File: config.mk
export PLATFORM = sky130hd
export DESIGN_NAME = bank_read_collect
export DESIGN_NICKNAME = d
export VERILOG_FILES = /design/src/hw/bank_pkg.sv /design/src/hw/bank_read_collect.sv
export SDC_FILE = /design/constraint.sdc
export NUM_CORES = 1
export LEC_CHECK = 0
export BUFFER_PORTS_ARGS = -buffer_cell sky130_fd_sc_hd__buf_2
export CAP_MARGIN = 20
export CORE_ASPECT_RATIO = 0.5
export CORE_UTILIZATION = 26
export DETAILED_ROUTE_END_ITERATION = 8
export HOLD_SLACK_MARGIN = 0.06
export PLACE_DENSITY = 0.81
export SYNTH_ARGS = -nofsm -noshare
export SYNTH_HDL_FRONTEND = slang
export SYNTH_SLANG_ARGS = --single-unit
File: constraint.sdc
create_clock -name clock -period 1.6 [get_ports clock]
set_input_delay 0.32 -clock clock [delete_from_list [all_inputs] [get_ports clock]]
set_output_delay 0.32 -clock clock [all_outputs]
set_load 0.01 [all_outputs]
File: src/hw/bank_pkg.sv
`default_nettype none

package bank_pkg;

  // default geometry of the banked memory
  parameter int unsigned DEF_NUM_BANKS = 4;
  parameter int unsigned DEF_ROWS = 64;
  parameter int unsigned DEF_DATA_BITS = 32;
  parameter int unsigned DEF_LANES = 4;

  // one register stage on the read path
  parameter int unsigned DEF_READ_LATENCY = 1;

  // same-cycle write data reaches the read port
  parameter int unsigned DEF_FORWARD = 1;

  // width of the bank index
  // bank count is a power of two, never below 2
  function automatic int unsigned bank_bits(input int unsigned num_banks);
    int unsigned width;
    width = $clog2(num_banks);
    if (width < 1) begin
      width = 1;
    end
    return width;
  endfunction

  // width of a full word address over all banks
  // with num_banks = 1 this is the row width of one bank
  function automatic int unsigned addr_bits(input int unsigned num_banks,
                                            input int unsigned rows);
    int unsigned width;
    width = $clog2(num_banks * rows);
    if (width < 1) begin
      width = 1;
    end
    return width;
  endfunction

endpackage

`default_nettype wire
File: src/hw/bank_read_collect.sv
`timescale 1ns/1ps
`default_nettype none

module bank_read_collect #(
  parameter int unsigned NUM_BANKS = bank_pkg::DEF_NUM_BANKS,
  parameter int unsigned DATA_BITS = bank_pkg::DEF_DATA_BITS,
  parameter int unsigned READ_LATENCY = bank_pkg::DEF_READ_LATENCY
) (
  input  logic                                       clock,
  input  logic                                       rst,
  input  logic                                       rd_enable,
  input  logic [bank_pkg::bank_bits(NUM_BANKS)-1:0]  rd_bank,
  input  logic [NUM_BANKS*DATA_BITS-1:0]             bank_rd_data,
  output logic [DATA_BITS-1:0]                       rd_data,
  output logic                                       rd_valid
);

  import bank_pkg::*;

  localparam int unsigned BANK_W = bank_bits(NUM_BANKS);

  // bank whose word is on the output this cycle
  logic [BANK_W-1:0] sel_bank;

  generate
    if (READ_LATENCY == 1) begin : g_pipe
      logic [BANK_W-1:0] bank_q;
      logic              valid_q;

      // index follows the bank output register
      always_ff @(posedge clock) begin
        bank_q <= rd_bank;
      end

      always_ff @(posedge clock) begin
        if (rst) begin
          valid_q <= 1'b0;
        end else begin
          valid_q <= rd_enable;
        end
      end

      assign sel_bank = bank_q;
      assign rd_valid = valid_q;
    end else begin : g_direct
      // combinational read, answer in the same cycle
      assign sel_bank = rd_bank;
      assign rd_valid = rd_enable;
    end
  endgenerate

  assign rd_data = bank_rd_data[sel_bank*DATA_BITS +: DATA_BITS];

  // an undriven read strobe upstream shows up here
  a_valid_known: assert property (
    @(posedge clock) disable iff (rst) !$isunknown(rd_valid)
  ) else $error("bank_read_collect: rd_valid is unknown");

endmodule

`default_nettype wire

; ---- After elaboration in Yosys (flattened, before gate mapping)
; Index checks and enable logic that the tools add are counted.
[totals]
reg_bits = 3
wordCells = 3
in_bits = 133
[classes]
shifts = 1
[ops]
columns = op, count
row1 = 128-bit by 8-bit variable part select with 32-bit output, 1

; ---- Logic depth before layout (Yosys ltp)
[depth]
depth_word = 1
ltp_mapped = 3
mapped_depth_nobuf = 1

; ---- Worst setup path after synthesis
; Ideal clock, no wire load.
[synth_path]
path_kind = register to output
start = register g_pipe.bank_q[0]
end = output port rd_data[10]
arrival_ns = 1.107
path_slack_ns = 0.173
stages_incl_launch_ff = 4
n_path_buf = 2
cell_sequence = dfxtp_1 buf_6 buf_12 mux4_2
[synth_between]
elab_chain_cells = 1
[synth_rtl]
columns = element, line_no
row1 = start: declaration, bank_read_collect.sv:27  ; logic [BANK_W-1:0] bank_q;
row2 = start signal: assignment, bank_read_collect.sv:32  ; bank_q <= rd_bank;
row3 = 128-bit by 8-bit variable part select with 32-bit output, bank_read_collect.sv:52  ; assign rd_data = bank_rd_data[sel_bank*DATA_BITS +: DATA_BITS];
row4 = end: declaration, bank_read_collect.sv:14  ; output logic [DATA_BITS-1:0] rd_data,
; Every way passes these cells.

; ---- Worst setup path in the final report
[layout_path]
start = register g_pipe.bank_q[0]
end = output port rd_data[16]
; The elaborated chain is that of the path after synthesis.

==> results.txt <==
The post-placement setup slack came out at -28.40 ps. The largest stage delay on the critical path is 520 ps. The number of CTS-inserted buffers came out at 3. Each instance of the synthesized netlist takes up on average 20.48 um^2.

The detail route stage leaves a number of antenna-violating nets equal to 0. In the post-synthesis netlist, the biggest area contributors are sky130_fd_sc_hd__mux4_2 77%, sky130_fd_sc_hd__buf_12 6.8%, sky130_fd_sc_hd__dfxtp_1 6.8%. Entering global routing, the biggest net connects 33 pins. The global route total overflow is 0.

The detailed router finished its first iteration with 65 violations. For this design, the CTS-stage hold fixing added 0 buffers. The final worst-path cycle share is 113.4%. The critical path class is flop to output pin. The via count of the first global-routing pass is 1,393. The average via count per standard cell is 4.976.

The detailed-router iteration count before antenna repair is 6. The final routed wirelength across all metal layers is 5148 um. The remaining design rule violation count is 2. Counting instances, the worst hold path has a depth of 1. The headroom to the max-slew limit came out at 87.82%.

The first global-routing pass estimated 7431 um of wire. Walking the worst path, the cells encountered are clkbuf_16, mux4_2, buf_6. The number of levels the H-tree was split into is 1. In this run the power density over the cells is 460.2 nW/um^2. The instance area at placement came out at 1719 um^2. The total count of max-transition violations in the final report came out at 0. The TritonCTS clock tree is done.

The instance count of the mapped netlist came out at 43. At the pin with the least slew margin, the transition time is 182.7 ps. The portion of the post-synthesis area used by sequential elements came out at 6.818%. The final critical-path setup slack is -214.5 ps. The achievable clock frequency came out at 551.1 MHz.

With fillers left out, the area of the finished cells amounts to 2008 um^2. The required time at the endpoint of the critical path came out at 1280 ps. Tracing the worst setup path back leads to its startpoint at g_pipe.bank_q[0]$_DFF_P_. The worst setup path is captured at an output pin. In this run the most critical hold path is launched from rd_bank[1]. The share of post-route cells with drive strength above 1 is 97.16%.

The weighted congestion reported at the end of routability-driven placement is 0.8473. The flow ran to the end, but the final reports show violations. The initial core utilization is 28.25%. The number of setup violations in the final report came out at 32.

The cell sitting at the root of the clock tree is a sky130_fd_sc_hd__clkbuf_8. The setup total negative slack is -6042 ps. The post-synthesis net count came out at 176.

From bottom edge to top edge, the die measures 43.16 um. Counting distinct cell types in the post-synthesis netlist gives 7. The initial antenna violation count came out at 0.

STA classifies the critical path startpoint as a flop. The Yosys step of the flow raised 0 warnings. The most common library cell in the layout ignoring fill and taps is sky130_fd_sc_hd__buf_2. Measured on the finished design, the core utilization comes to 64.41%.

The clock period minus final worst setup slack is 1814 ps. The overall via count from detail_route came out at 1,249. The number of antenna diodes in the final layout is 0. The full die area is 3639 um^2. The number of synthesized register bits came out at 3. The largest voltage drop on the vdd net came out at 481.9 uV. The routed length per instance came out at 20.51 um.

After the last flow step, the layout net total stands at 345. The area growth from synthesis to final layout is 128.0%. Leaving out fill and tap cells, the most frequent cells in the layout are 138 x sky130_fd_sc_hd__buf_2, 30 x sky130_fd_sc_hd__mux4_2, 27 x sky130_fd_sc_hd__buf_6, 3 x sky130_fd_sc_hd__clkbuf_8, 3 x sky130_fd_sc_hd__buf_12.

The final reports fail on DRC, setup timing. The tightest hold margin came out at 205.7 ps. The number of maximum-capacitance violations is 0. CTS saw 3 sinks. The die span in x is 84.32 um. The number of top-level design ports is 166. The mapped cell area came out at 880.8 um^2. The largest fanout on the critical path is 6. The maximum clock path buffer count came out at 2. The core area is 3118 um^2. After clock tree synthesis, the clock-pin slew on the worst setup and hold paths is 30 ps. The number of endpoints with negative hold slack in the final report came to 0. The data arrival time of the worst path came out at 1490 ps. The static leakage is 1.028 nW. The all-layer global routing usage is 27.67%. Among all stages on the critical path, the largest delay is contributed by sky130_fd_sc_hd__mux4_2. Of all cell types, the one taking the most synthesized area is sky130_fd_sc_hd__mux4_2. During placement, the flow inserted port buffers numbering 165. The tightest min-delay check is of the primary input to flop type.

Setup repair after global routing could not meet its margin everywhere. The area share of the largest cell type after synthesis is 76.70%. After floorplanning, the core was divided into 14 placement rows.
-- sequential cells by signal, summed over array words and instances, names as in the netlist --
name,count
rd_valid,1
g_pipe.bank_q,2
-- metal layers --
metal,wire length (um),vias up,global-route usage (%)
li1,-,556,-
met1,1966,629,33.42
met2,2835,52,50.49
met3,223,12,5.642
met4,122,0,8.966
met5,0,-,0
-- synth_stat cells --
library cell and count:
sky130_fd_sc_hd__buf_12 3, sky130_fd_sc_hd__buf_2 3, sky130_fd_sc_hd__buf_6 1, sky130_fd_sc_hd__dfxtp_1 3, sky130_fd_sc_hd__mux4_1 2, sky130_fd_sc_hd__mux4_2 30, sky130_fd_sc_hd__nor2b_1 1
-- area by class of cell --
class                           count  area, um^2
Sequential cell                     3       63.81
Multi-Input combinational cell     33       734.5
Clock buffer                        4       45.04
Fill cell                         246        1110
Timing Repair Buffer              171        1115
Tap cell                           40       50.05
-- final timing paths --
path                  endpoint  slack (ps)
max                rd_data[16]        -210
min   g_pipe.bank_q[1]$_DFF_P_         210
-- stage by stage --
stage | cells | total power, mW
finish | 251 | 0.9242
global route | 251 | 0.9652
CTS | 250 | 0.8469
detailed placement | 244 | 0.5846
global placement | 244 | 0.5712
floorplan | 43 | 0.3283
-- where the power goes --
part | switching (mW) | internal (mW)
Clock | 0.0504 | 0.170
Sequential | 0.00697 | 0.0789
Combinational | 0.217 | 0.401
Total | 0.275 | 0.649
-- logic make-up after synthesis --
| family | share of synthesized area, % |
|---|---|
| mux | 82.67 |
| flops | 6.818 |
| buf+inv | 9.801 |
| simple gates | 0.7107 |
-- repair_timing --
item	in CTS	in global routing
pin swaps	0	0
endpoints found under the setup margin	32	32
setup buffers	1	0
gates resized for setup	11	22
gates cloned	1	1
-- worst max-delay path, delay by kind of cell, from the launching register on --
kind | cells | cell delay, ps
buffers and inverters | 2 | 320
muxes | 1 | 520
DFF | 1 | 430
Note: power is estimated with default switching activity, not from simulation.
