### src/hw/bank_pkg.sv
`default_nettype none

package bank_pkg;

  // default geometry of the banked memory
  parameter int unsigned DEF_NUM_BANKS = 4;
  parameter int unsigned DEF_ROWS = 64;
  parameter int unsigned DEF_DATA_BITS = 32;
  parameter int unsigned DEF_LANES = 4;

  // one register stage on the read path
  parameter int unsigned DEF_READ_LATENCY = 1;

  // same-cycle write data reaches the read port
  parameter int unsigned DEF_FORWARD = 1;

  // width of the bank index
  // bank count is a power of two, never below 2
  function automatic int unsigned bank_bits(input int unsigned num_banks);
    int unsigned width;
    width = $clog2(num_banks);
    if (width < 1) begin
      width = 1;
    end
    return width;
  endfunction

  // width of a full word address over all banks
  // with num_banks = 1 this is the row width of one bank
  function automatic int unsigned addr_bits(input int unsigned num_banks,
                                            input int unsigned rows);
    int unsigned width;
    width = $clog2(num_banks * rows);
    if (width < 1) begin
      width = 1;
    end
    return width;
  endfunction

endpackage

`default_nettype wire
### src/hw/bank_req_decoder.sv
`timescale 1ns/1ps
`default_nettype none

module bank_req_decoder #(
  parameter int unsigned NUM_BANKS = bank_pkg::DEF_NUM_BANKS,
  parameter int unsigned ROWS = bank_pkg::DEF_ROWS,
  parameter int unsigned LANES = bank_pkg::DEF_LANES
) (
  input  logic                                             rd_enable,
  input  logic [bank_pkg::addr_bits(NUM_BANKS, ROWS)-1:0]  rd_addr,
  input  logic [LANES-1:0]                                 wr_mask,
  input  logic [bank_pkg::addr_bits(NUM_BANKS, ROWS)-1:0]  wr_addr,
  output logic [NUM_BANKS-1:0]                             bank_rd_enable,
  output logic [bank_pkg::addr_bits(1, ROWS)-1:0]          bank_rd_row,
  output logic [NUM_BANKS*LANES-1:0]                       bank_wr_mask,
  output logic [bank_pkg::addr_bits(1, ROWS)-1:0]          bank_wr_row,
  output logic [bank_pkg::bank_bits(NUM_BANKS)-1:0]        rd_bank
);

  import bank_pkg::*;

  localparam int unsigned BANK_W = bank_bits(NUM_BANKS);
  localparam int unsigned ROW_W = addr_bits(1, ROWS);
  localparam int unsigned ADDR_W = addr_bits(NUM_BANKS, ROWS);
  localparam int unsigned WORDS = NUM_BANKS * ROWS;

  logic [BANK_W-1:0] wr_bank;

  // low bits pick the bank, the rest pick the row
  assign rd_bank = BANK_W'(rd_addr);
  assign wr_bank = BANK_W'(wr_addr);
  assign bank_rd_row = ROW_W'(rd_addr >> BANK_W);
  assign bank_wr_row = ROW_W'(wr_addr >> BANK_W);

  // only the addressed bank sees the enable
  always_comb begin
    bank_rd_enable = '0;
    bank_rd_enable[rd_bank] = rd_enable;
  end

  // other banks get an all-zero mask
  always_comb begin
    bank_wr_mask = '0;
    bank_wr_mask[wr_bank*LANES +: LANES] = wr_mask;
  end

  // interleaving needs a power-of-two bank count
  if (NUM_BANKS < 2 || (NUM_BANKS & (NUM_BANKS - 1)) != 0) begin : g_bad_banks
    $error("bank_req_decoder: NUM_BANKS %0d is not a power of two", NUM_BANKS);
  end

  // addresses past the last word would alias into low rows
  always_comb begin
    if (rd_enable) begin
      a_rd_addr_range: assert #0 (rd_addr < ADDR_W'(WORDS - 1) + 1'b1 || WORDS >= (1 << ADDR_W))
        else $error("bank_req_decoder: read address %0d out of range", rd_addr);
    end
    if (|wr_mask) begin
      a_wr_addr_range: assert #0 (wr_addr < ADDR_W'(WORDS - 1) + 1'b1 || WORDS >= (1 << ADDR_W))
        else $error("bank_req_decoder: write address %0d out of range", wr_addr);
    end
  end

endmodule

`default_nettype wire

### config.mk
export PLATFORM = sky130hd
export DESIGN_NAME = bank_req_decoder
export DESIGN_NICKNAME = d
export VERILOG_FILES = /design/src/hw/bank_pkg.sv /design/src/hw/bank_req_decoder.sv
export SDC_FILE = /design/constraint.sdc
export NUM_CORES = 1
export LEC_CHECK = 0
export ABC_AREA = 1
export BUFFER_PORTS_ARGS = -buffer_cell sky130_fd_sc_hd__buf_2
export CORE_AREA = 2 2 39 41
export DETAILED_ROUTE_END_ITERATION = 6
export DIE_AREA = 0 0 41 43
export PLACE_DENSITY = 0.86
export SLEW_MARGIN = 20
export SYNTH_ARGS = -nofsm -noshare
export SYNTH_HDL_FRONTEND = slang
export SYNTH_SLANG_ARGS = --single-unit
### constraint.sdc
create_clock -name vclk -period 2.2
set_input_delay 0.33 -clock vclk [all_inputs]
set_output_delay 0.33 -clock vclk [all_outputs]
set_load 0.01 [all_outputs]
After elaboration in Yosys (flattened, before gate mapping)

Index checks and enable logic that the tools add are counted.

Reduce and logical (&&, ||, !) cells: 1
Mux-type cells: 2
Order comparisons: 2
Shift-type cells: 2
Bitwise gates (word level): 2
$add $sub $neg: 1

Operator list:

| operator                                                                      | count |
|---|---|
| 4-bit negator with 34-bit output                                              | 1 |
| 4-bit by 34-bit variable shift with 16-bit output (first input constant)      | 1 |
| 4-bit by 34-bit variable part select with 16-bit output                       | 1 |
| 16-bit bitwise AND                                                            | 1 |
| 4-bit bitwise AND                                                             | 1 |
| 2-bit by 3-bit less-than comparator with 1-bit output (second input constant) | 1 |
| 1-bit demux with 2-bit select                                                 | 1 |
| 2-bit by 1-bit >= comparator with 1-bit output (second input constant)        | 1 |
| 1-bit logical AND                                                             | 1 |
| 1-bit 2-to-1 mux                                                              | 1 |

Output and inout bits: 34
Word-level logic and storage cells: 10
Bits in registers: 0

Depth between registers and ports, before layout

Gate-level depths: netlist of run 1.

Depth in word-level cells: 5
Depth in mapped cells: 5

Least setup slack after synthesis of run 1

OpenSTA, ideal clock, no wires.

Path type: input port to output port
Start point: input port wr_addr[0] (netlist bit)
End point: output port bank_wr_mask[0]
Buffers on the path: 0
Slack: 0.743 ns
Stages: 5
Arrival time: 1.127 ns
Cells stage by stage: inv_1 > ha_1 > nor2_2 > nand2_1 > nor2_1

Word-level cells in the longest chain between the ends: 3
Elaborated cells on any way between the ends: 4

Ends and longest elaborated chain:

| what                                                                                                                                | line                   | text |
|---|---|---|
| from (decl)                                                                                                                         | bank_req_decoder.sv:12 | `input logic [bank_pkg::addr_bits(NUM_BANKS, ROWS)-1:0] wr_addr,` |
| 4-bit negator with 34-bit output *                                                                                                  | bank_req_decoder.sv:44 | `bank_wr_mask[wr_bank*LANES +: LANES] = wr_mask;` |
| 4-bit by 34-bit variable part select with 16-bit output / 4-bit by 34-bit variable shift with 16-bit output (equally long branches) | bank_req_decoder.sv:44 |  |
| 16-bit bitwise AND (no line) *                                                                                                      | -                      |  |
| to (decl)                                                                                                                           | bank_req_decoder.sv:15 | `output logic [NUM_BANKS*LANES-1:0] bank_wr_mask,` |

Mark *: on every way between the ends. The rest lies on a longest branch, timed or not.

Worst setup path in the final report of run 1

Start point: input port wr_addr[0] (netlist bit)
End point: output port bank_wr_mask[3]

The elaborated chain is that of the path after synthesis.

==> results.md, run 1 <==
- At the worst endpoint, the required time is 1.87 ns.
- The pre-antenna-repair detailed-routing pass consisted of 4 iterations.
- The cell area that synthesis handed to floorplanning was 349 µm².
- The slowest cell on the critical path is ha_1.
- The worst hold path terminates at bank_rd_row[0].
- In this run the vertical extent of the chip is 43 µm.
- Counting the clock-network buffers in the layout gives 0.
- The number of nets in the layout is 108.
- From left edge to right edge, the die measures 41 µm.
- The first global-routing pass estimated 1280 µm of wire.
- The share of synthesized area in the top cell type comes to 0.301.
- In the routed layout, each cell is associated on average with a via count of 4.36.
- Based on the critical path, the design can be clocked at up to 0.556 GHz.
- VDD sags by at most 0.0000298 V.
- The proportion of power drawn by the clock network is 0.
- During synthesis, Yosys emitted a total of 0 warnings.
- The path type of the worst setup path is primary input to primary output.
- The post-synth net total is 89.
- The cts-stage hold buffer count is 0.
- The most numerous cell type found on the critical path is buf_2.
- Buffers placed on the I/O ports in this run total 31.
- On the worst path, the slowest cell contributes a delay of 0.38 ns.
- 0 antenna diodes ended up in the layout.
- Of the total power, combinational logic draws 1.000.
- The number of global-route vias before repair is 344.
- The signal on the critical path passes through buf_2 > inv_1 > ha_1 > nor2_2 > nand2_1 > nor2_1 > buf_2.
- Gates resized during post-CTS repair numbered 0.
- For this configuration, the core starts out at a cell density of 0.252.
- The most instantiated library cell after synthesis is nor2_1.
- Yosys mapped the design onto 9 distinct sky130hd cell types.
- The area overhead of the layout relative to synthesis is 20.1%.
- The class of the most critical hold timing path is primary input to primary output.
- The maximum number of pins on one net before global-route repair is 9.
- The maximum fanout along the worst path is 8.
- 55 I/O pins were placed.
- Ranked by total cell area, the synthesized netlist is headed by buf_4, nor2_1, ha_1.
- The share of total power in sequential cells is 0.
- The switching fraction of total power is 0.620.
- Summed over all nets, the switching power comes to 0.0000353 W.
- The worst slew slack as a fraction of its limit is 0.864.
- For this design the static power due to leakage is 0.277 nW.
- The number of routed nets with antenna violations is 0.
- After detailed routing, the number of remaining DRC violations is 0.
- The final total power is 0.0000570 W.
- The overall routed net length is 894 µm.
- For this run, the total global-route usage over all layers was measured as 0.0969.
- The number of sequential storage elements is 0.
- The run finished with clean final reports.
- The initial antenna violation count came to 0.
- Summed over all failing endpoints, the final setup total negative slack is 0 ns.
- The internal portion of the total power is 0.0000216 W.
- The finished cells cover 419 µm².
- The biggest area consumer among synthesized cells is buf_4.
- The worst setup path is captured at a primary output.
- STA classifies the critical path startpoint as a primary input.
- Setup violations remaining at the end of the flow were counted as 0.
- Across the run, the number of max-cap violations was 0.
- Summing all placed instances gives a cell area of 419 µm².
- The power per cell area is 136 nW/µm².
- The leftover overflow at the end of global routing is 0.
- For the pin with the worst max-slew slack, the measured transition is 0.204 ns.
- The number of DRC markers in iteration 0 is 5.
- Setup repair after global routing left no endpoint under its margin.
- The sequential cells in the finished layout cover a total of 0 µm².
- The number of cells on the worst hold path is 0.
- The synthesized instance count is 63.
- The count of final max-slew check failures is 0.
- The routability congestion estimate is 0.695.
- The number of hold violations in the final report is 0.
- In this run the core area contains 14 standard-cell rows.
- The routed layout has 419 vias.
- In this run the most critical hold path is launched from rd_addr[2].
- Detailed placement finished with a half-perimeter wire length of 818 µm.
- Of the cells placed in the final design, the portion with a size suffix greater than 1 is 0.413.
- In the synthesized netlist, the cells that appear most often are nor2_1, buf_4, nand2_1.
- The average instance area after synthesis is 5.54 µm².
- Of the synthesized area, sequential elements account for 0.
- The total setup buffers inserted after CTS is 0.
- The shortest clock period the worst path allows after layout is 1.80 ns.
- The arrival time at the worst endpoint is 1.47 ns.
- The post-detailed-route wirelength per cell is 9.31 µm.
- After floorplanning, the core was sized to cover 1380 µm².
- The die covers 1760 µm².
- The final clock period utilization by the worst path is 0.817.
-- cell usage in the layout, fill, tap and decap left out --
master / instances
buf_2: 31
nor2_1: 18
nand2_1: 12
inv_1: 6
ha_1: 5
nand3_1: 4
nor3_1: 2
nand3_2: 1
nor2_2: 1
-- power by group through the flow --
| stage | Clock, W | Combinational [W] | Sequential [W] |
|---|---|---|---|
| 2_1_floorplan | 0 | 0.0000559 | 0 |
| 3_3_place_gp | 0 | 0.0000551 | 0 |
| 3_5_place_dp | 0 | 0.0000576 | 0 |
| 4_1_cts | 0 | 0.0000578 | 0 |
| 5_1_grt | 0 | 0.0000658 | 0 |
| 6_report | 0 | 0.0000570 | 0 |
-- worst max-delay path by stage --
| stage | from | to | slack (ns) | cells after the start |
|---|---|---|---|---|
| floorplan | wr_addr[0] | bank_wr_mask[0] | 0.74 | 5 |
| global placement | wr_addr[0] | bank_wr_mask[3] | 0.47 | 7 |
| detailed placement | wr_addr[0] | bank_wr_mask[1] | 0.40 | 7 |
| CTS | wr_addr[0] | bank_wr_mask[1] | 0.39 | 7 |
| global route | wr_addr[0] | bank_wr_mask[0] | 0.31 | 7 |
| finish | wr_addr[0] | bank_wr_mask[3] | 0.40 | 7 |
-- per-layer routing --
layer  GRT usage  part of all wire
met5           0                 0
met1      0.0854              0.32
met3     0.00524              0.15
met2       0.203              0.51
met4      0.0267             0.019
-- stage by stage --
| step | worst slack (ns) | std cells | utilization | hold WS [ns] |
|---|---|---|---|---|
| after global routing | 0.314 | 96 | 0.303 | 0.660 |
| final | 0.402 | 96 | 0.303 | 0.660 |
| after CTS | 0.394 | 96 | 0.303 | 0.660 |
| after floorplan | 0.743 | 63 | - | 0.708 |
| after global placement | 0.470 | 96 | 0.303 | 0.660 |
| after detailed placement | 0.399 | 96 | 0.303 | 0.660 |
-- cells by family after synthesis --
| kind of cell | synth area share |
|---|---|
| and+or+nand+nor | 0.455 |
| adders and majority gates | 0.179 |
| buffers and inverters | 0.366 |
-- cell type report --
cell class | count | area (µm²)
fill | 162 | 965
multi-input combinational | 43 | 221
tap | 16 | 20.0
inverter | 6 | 22.5
timing repair buffer | 31 | 155
-- worst max-delay path: cells and delay by family --
kind,cells,cell delay [ns]
adder cells (fa/ha/maj),1,0.38
buffers and inverters,3,0.42
AND/OR/NAND/NOR,3,0.33
Power figures use the tool's default switching activity.
==> run 2, diff against run 1 <==
Settings changed: ABC_AREA 1 to 0, CORE_AREA 2 2 39 41 to unset, CORE_UTILIZATION set to 28, DIE_AREA 0 0 41 43 to unset, PLACE_DENSITY 0.86 to 0.91.
Clock period 2.2 ns to 1.5 ns, I/O delays scaled along.
==> run 2 against run 1 <==
Flip-flop and latch count unchanged. Utilization increased by 11 points. Setup slack worse by 0.35 ns. Routed wire length decreased by 10%. Non-clock buffer count grew 3. Die area down 16%. Power up 47%. Sequential share of layout area unchanged. Critical path type unchanged.
==> results.md, run 2 <==
- The biggest area consumer among synthesized cells is buf_4 (unchanged).
- The netlist area before placement came to 374 µm² (was 349 µm²).
- The final total power was 0.0000835 W (was 0.0000570 W).
- The most instantiated library cell after synthesis is buf_4 (was nor2_1).
- The number of nets in the layout is 97 (was 108).
- The class of the most critical hold timing path is primary input to primary output (unchanged).
- The post-detailed-route wirelength per cell is 9.69 µm (was 9.31 µm).
- The total setup buffers inserted after CTS is 0 (unchanged).
- The die area was 1490 µm² (was 1760 µm²).
- The number of search-and-repair iterations in the first detailed-routing pass is 4 (unchanged).
- The area overhead of the layout relative to synthesis is 28.1% (was 20.1%).
- The average vias per placed instance is 4.60 (was 4.36).
- The internal power contribution was 0.0000424 W (was 0.0000216 W).
- The leftover overflow at the end of global routing is 0 (unchanged).
- The share of total power in sequential cells was 0 (about the same).
- The proportion of power drawn by the clock network is 0 (about the same).
- The required time of the worst setup path is 1.27 ns (was 1.87 ns).
- The routed length on met1 came to 260 µm (was 288 µm).
- The minimum hold slack is 0.450 ns (was 0.660 ns).
- The initial antenna violation count is 0 (unchanged).
- The width of the die is 38.6 µm (was 41 µm).
- The average instance area after synthesis is 7.63 µm² (was 5.54 µm²).
- The number of rows in the core area is 12 (was 14).
- The number of hold violations in the final report is 0 (unchanged).
- The highest metal layer with signal wires is met3 (was met4).
- The path type of the worst setup path is primary input to primary output (unchanged).
- The switching fraction of total power is 0.493 (was 0.620).
- The count of final max-slew check failures is 0 (unchanged).
- The length of routed met3 wiring is 105 µm (was 130 µm).
- The maximum number of pins on one net before global-route repair is 10 (was 9).
- The most common library cell in the layout ignoring fill and taps is buf_2 (unchanged).
- The number of diodes is 0 (unchanged).
- The clock tree buffer count of the final layout was 0 (unchanged).
- The number of sequential storage elements is 0 (unchanged).
- The kind of launch point of the worst setup path is a primary input (unchanged).
- In the finished design, the share of the clock period the worst path needs comes to 0.965.
- Leading post-synthesis cells by cell area: buf_4, ha_1, and2_1 (was buf_4, nor2_1, ha_1).
- The number of library cell types mapped by synthesis came to 14 (was 9).
- The sequential-to-total area share from yosys stat is 0 (unchanged).
- The switching component of the power came to 0.0000411 W (was 0.0000353 W).
- The routability congestion estimate was 0.666 (was 0.695).
- The initial core utilization is 0.319 (was 0.252).
- The overall routed net length is 804 µm (was 894 µm).
- The maximum fanout along the worst path is 6 (was 8).
- The DRC violations left was 0 (unchanged).
- Setup repair after global routing missed its margin: no (unchanged).
- The power per cell area came to 174 nW/µm² (was 136 nW/µm²).
- The highest achievable clock rate is 0.691 GHz.
- The synthesized instance count is 49 (was 63).
- The post-synth net total is 75 (was 89).
- The wire length on met2 is 438 µm (was 458 µm).
- The top-area cell type share of the netlist area came to 0.281 (was 0.301).
- The number of synthesis warnings was 0 (unchanged).
- Outcome: complete, no violations (unchanged).
- The global-route usage over all layers came to 0.104 (was 0.0969).
- The number of failing setup endpoints in the final timing report is 0 (unchanged).
- The final design utilization is 0.409 (was 0.303).
- The number of global-route vias before repair came to 308 (was 344).
- The vertical die dimension is 38.6 µm (was 43 µm).
- The worst slew slack as a fraction of its limit is 0.901 (was 0.864).
- The clock period could shrink to 1.45 ns.
- The wire length of the first global-routing pass is 1170 µm (was 1280 µm).
- The slew at the pin closest to its max-slew limit is 0.149 ns (was 0.204 ns).
- The endpoint type of the worst setup path is a primary output (unchanged).
- The core area is 1170 µm² (was 1380 µm²).
- The share of cells above drive strength 1 is 0.652 (was 0.413).
- Commonest cells after routing, fill and taps aside: buf_2, and2_1, and2_2 (was buf_2, nor2_1, nand2_1).
- The placed wire-length estimate is 684 µm (was 818 µm).
- The port buffer count is 31 (unchanged).
- The number of DRC markers in iteration 0 is 3 (was 5).
- The number of filler cells placed in the layout came to 138 (was 162).
- The part of the power in combinational logic came to 1.000 (about the same).
- The number of routed nets with antenna violations came to 0 (unchanged).
- The reported leakage power is 0.299 nW (was 0.277 nW).
- The top-level I/O count is 55 (unchanged).
- The final setup TNS is 0 ns (unchanged).
- The flip-flop and latch area is 0 µm² (unchanged).
- Top post-synthesis cells by count: buf_4, and2_1, ha_1 (was nor2_1, buf_4, nand2_1).
- The count of max-cap constraint violations is 0 (unchanged).
- The maximum vdd ir drop is 0.0000482 V (was 0.0000298 V).
- The arrival time at the worst endpoint is 1.22 ns (was 1.47 ns).
- The via count of the routed design is 382 (was 419).
[run 2: changes by cell type in the layout (fill, tap and decap cells not counted), moves of 2 or more]
cell / previous run / this run
nor2_1: 18 / 3
nand2_1: 12 / 2
and2_1: 0 / 9
inv_1: 6 / 0
and2_2: 0 / 4
nand3_1: 4 / 0
and4bb_2: 0 / 3
buf_4: 0 / 3
ha_1: 5 / 3
inv_2: 0 / 2
nor3_1: 2 / 0
nor3b_1: 0 / 2
[run 2: cell type report]
class,instances,area (µm²),area share
inverter,2,7.51,0.0157
timing repair buffer,34,178,0.371
tap,14,17.5,0.0366
multi-input combinational,33,277,0.577
[run 2: worst paths after layout]
| path | depth (start not counted) | slack, ns | to | from |
|---|---|---|---|---|
| setup / recovery | 6 | 0.05 | bank_wr_mask[0] | wr_addr[0] |
| hold / removal | 0 | 0.45 | bank_wr_row[2] | wr_addr[4] |
[run 2: through the flow]
| step | worst slack (ns) | area [µm²] | cells |
|---|---|---|---|
| after floorplan | 0.201 | 374 | 49 |
| after global placement | -0.0206 | 464 | 83 |
| after detailed placement | -0.0595 | 464 | 83 |
| after CTS | 0.0170 | 477 | 83 |
| after global routing | 0.000885 | 479 | 83 |
| final | 0.0522 | 479 | 83 |
[run 2: routing by layer]
layer,up-vias,track usage
met5,-,0
met4,0,0
met3,0,0.0174
met2,28,0.238
met1,164,0.0925
li1,190,-
[run 2: worst max-delay path, cell delays in order]
cell,delay [ns]
buf_2,0.10
inv_2,0.06
ha_4,0.28
and4bb_2,0.24
and2_2,0.19
buf_2,0.13
[run 2: cell families after synthesis]
logic type | Yosys count | synth area share
AND/OR/NAND/NOR | 28 | 0.532
buffers and inverters | 16 | 0.301
adder cells (fa/ha/maj) | 5 | 0.167
[run 2: power groups by stage]
stage / registers (W) / clock network [W] / logic, W
after floorplan: 0 / 0 / 0.0000719
after global placement: 0 / 0 / 0.0000755
after detailed placement: 0 / 0 / 0.0000777
after CTS: 0 / 0 / 0.0000831
after global routing: 0 / 0 / 0.0000948
final: 0 / 0 / 0.0000835
[run 2: repair_timing]
| action | CTS | global route |
|---|---|---|
| hold buffers | 0 | 0 |
| gates resized for setup | 2 | 2 |
| setup endpoints to repair | 10 | 13 |
==> run 3, diff against run 2 <==
Settings changed: BUFFER_PORTS_ARGS -buffer_cell sky130_fd_sc_hd__buf_2 to unset, CORE_AREA set to 2 2 39 41, CORE_UTILIZATION 28 to unset, DIE_AREA set to 0 0 41 43, DONT_BUFFER_PORTS set to 1, PLACE_DENSITY 0.91 to 0.54.
==> run 3 against run 2 <==
Via count fell by 36%. Global-route usage decreased by 4.0 points. Design area is 38% lower. Power is 52% lower. Flip-flop and latch count unchanged. Cell count is 37% lower. Combinational power is 52% lower. Clock-buffer cell count did not move. Largest cell class unchanged. Largest power group unchanged.
==> results.md, run 3 (synthesized netlist as in run 2, its figures left out) <==
- Outcome: complete, no violations (unchanged).
- The number of global-route vias before repair is 197 (was 308).
- The maximum vdd ir drop is 0.0000354 V (was 0.0000482 V).
- Commonest cells after routing, fill and taps aside: and2_1, ha_1, and2_2 (was buf_2, and2_1, and2_2).
- The count of final max-slew check failures was 0 (unchanged).
- The maximum fanout along the worst path is 10 (was 6).
- The final critical-path setup slack was 0.120 ns (was 0.0522 ns).
- The shortest clock period the worst path allows after layout was 1.38 ns (was 1.45 ns).
- The post-detailed-route wirelength per cell came to 12.9 µm (was 9.69 µm).
- The width of the die came to 41 µm (was 38.6 µm).
- The kind of launch point of the worst setup path is a primary input (unchanged).
- The global-route usage over all layers was 0.0639 (was 0.104).
- The slowest cell on the critical path was ha_1 (was ha_4).
- The vertical die dimension was 43 µm (was 38.6 µm).
- The arrival time at the worst endpoint came to 1.15 ns (was 1.22 ns).
- The highest achievable clock rate came to 0.725 GHz (was 0.691 GHz).
- The final setup TNS came to 0 ns (unchanged).
- The number of hold violations in the final report is 0 (unchanged).
- The port buffer count is 0 (was 31).
- The average vias per placed instance is 4.71 (was 4.60).
- The maximum single-stage delay on the critical path was 0.36 ns (was 0.28 ns).
- The wire length of the first global-routing pass is 848 µm (was 1170 µm).
- The path type of the worst setup path is primary input to primary output (unchanged).
- The count of placed standard cells in the final layout, fillers left out is 52 (was 83).
- The count of max-cap constraint violations is 0 (unchanged).
- The share of cells above drive strength 1 is 0.222 (was 0.652).
- The clock tree buffer count of the final layout is 0 (unchanged).
- The number of routed nets with antenna violations came to 0 (unchanged).
- The overall routed net length is 669 µm (was 804 µm).
- The slew at the pin closest to its max-slew limit came to 0.385 ns (was 0.149 ns).
- The number of diodes is 0 (unchanged).
- The endpoint type of the worst setup path is a primary output (unchanged).
- The top cell family by delay on the critical path is simple AND/OR/NAND/NOR gates (unchanged).
- The placed wire-length estimate came to 576 µm (was 684 µm).
- The die area is 1760 µm² (was 1490 µm²).
- Cell breakdown of the critical path: inv_1 > ha_1 > and4bb_2 > and2_1 (was buf_2 > inv_2 > ha_4 > and4bb_2 > and2_2 > buf_2).
- The area overhead of the layout relative to synthesis is -20.7% (was 28.1%).
- The number of DRC markers in iteration 0 is 5 (was 3).
- The flip-flop and latch area is 0 µm² (unchanged).
- The number of search-and-repair iterations in the first detailed-routing pass is 2 (was 4).
- The pre-CTS setup slack came to 0.121 ns (was -0.0595 ns).
- The routability congestion estimate came to 0.621 (was 0.666).
- The most common library cell in the layout ignoring fill and taps is and2_1 (was buf_2).
- The total setup buffers inserted after CTS came to 0 (unchanged).
- The power per cell area is 134 nW/µm² (was 174 nW/µm²).
- The reported leakage power is 0.141 nW (was 0.299 nW).
- The top-level I/O count came to 55 (unchanged).
- The final clock period utilization by the worst path came to 0.920 (was 0.965).
- The via count of the routed design came to 245 (was 382).
- The post-CTS resize count is 0 (was 2).
- The number of rows in the core area was 14 (was 12).
- The DRC violations left is 0 (unchanged).
- The initial antenna violation count is 0 (unchanged).
- The worst slew slack as a fraction of its limit is 0.743 (was 0.901).
- The leftover overflow at the end of global routing is 0 (unchanged).
- The initial core utilization was 0.270 (was 0.319).
- The number of failing setup endpoints in the final timing report came to 0 (unchanged).
- The placed instance count is 52 (was 83).
- The required time of the worst setup path was 1.27 ns (about the same).
- The cts-stage hold buffer count is 0 (unchanged).
- The total buffers and inverters traversed by the critical path is 1 (was 3).
- The core area was 1380 µm² (was 1170 µm²).
- The maximum number of pins on one net before global-route repair is 11 (was 10).
- The class of the most critical hold timing path is primary input to primary output (unchanged).
- The number of sequential storage elements is 0 (unchanged).
- Setup repair after global routing missed its margin: no (unchanged).
- The number of nets in the layout was 64 (was 97).
[run 3: cell types whose count changed in the layout (fill, tap and decap cells not counted)]
cell and change:
buf_2 -31, buf_4 -2, ha_1 +2, ha_2 -1, ha_4 -1, inv_1 +2
inv_2 -2
[run 3: layout make-up]
| class | instances | area [µm²] |
|---|---|---|
| fill | 156 | 1090 |
| multi-input combinational | 33 | 262 |
| tap | 16 | 20.0 |
| timing repair buffer | 1 | 7.51 |
| inverter | 2 | 7.51 |
[run 3: power by group]
| part | switching (W) | total [W] | internal, W | leakage [nW] |
|---|---|---|---|---|
| logic | 0.0000217 | 0.0000398 | 0.0000181 | 0.141 |
| registers | 0 | 0 | 0 | 0 |
| clock network | 0 | 0 | 0 | 0 |
| total | 0.0000217 | 0.0000398 | 0.0000181 | 0.141 |
[run 3: path summary, 6_finish.rpt]
check,endpoint,cells past startpoint,start,slack [ns]
worst max-delay path,bank_wr_mask[13],4,wr_addr[0],0.12
worst min-delay path,bank_rd_row[4],0,rd_addr[6],0.45
[run 3: per-layer routing]
layer / wire [µm] / vias up / track usage
met5: 0 / - / 0
li1: - / 123 / -
met3: 81 / 0 / 0.0105
met4: 0 / 0 / 0.00667
met2: 364 / 12 / 0.116
met1: 223 / 110 / 0.0759
[run 3: metrics by stage]
step / total power (W) / util / cell area, µm² / hold WS [ns]
3_5_place_dp: 0.0000400 / 0.214 / 297 / 0.450
3_3_place_gp: 0.0000396 / 0.214 / 297 / 0.450
6_report: 0.0000398 / 0.214 / 297 / 0.450
5_1_grt: 0.0000448 / 0.214 / 297 / 0.450
4_1_cts: 0.0000401 / 0.214 / 297 / 0.450
2_1_floorplan: 0.0000719 / - / 374 / 0.498
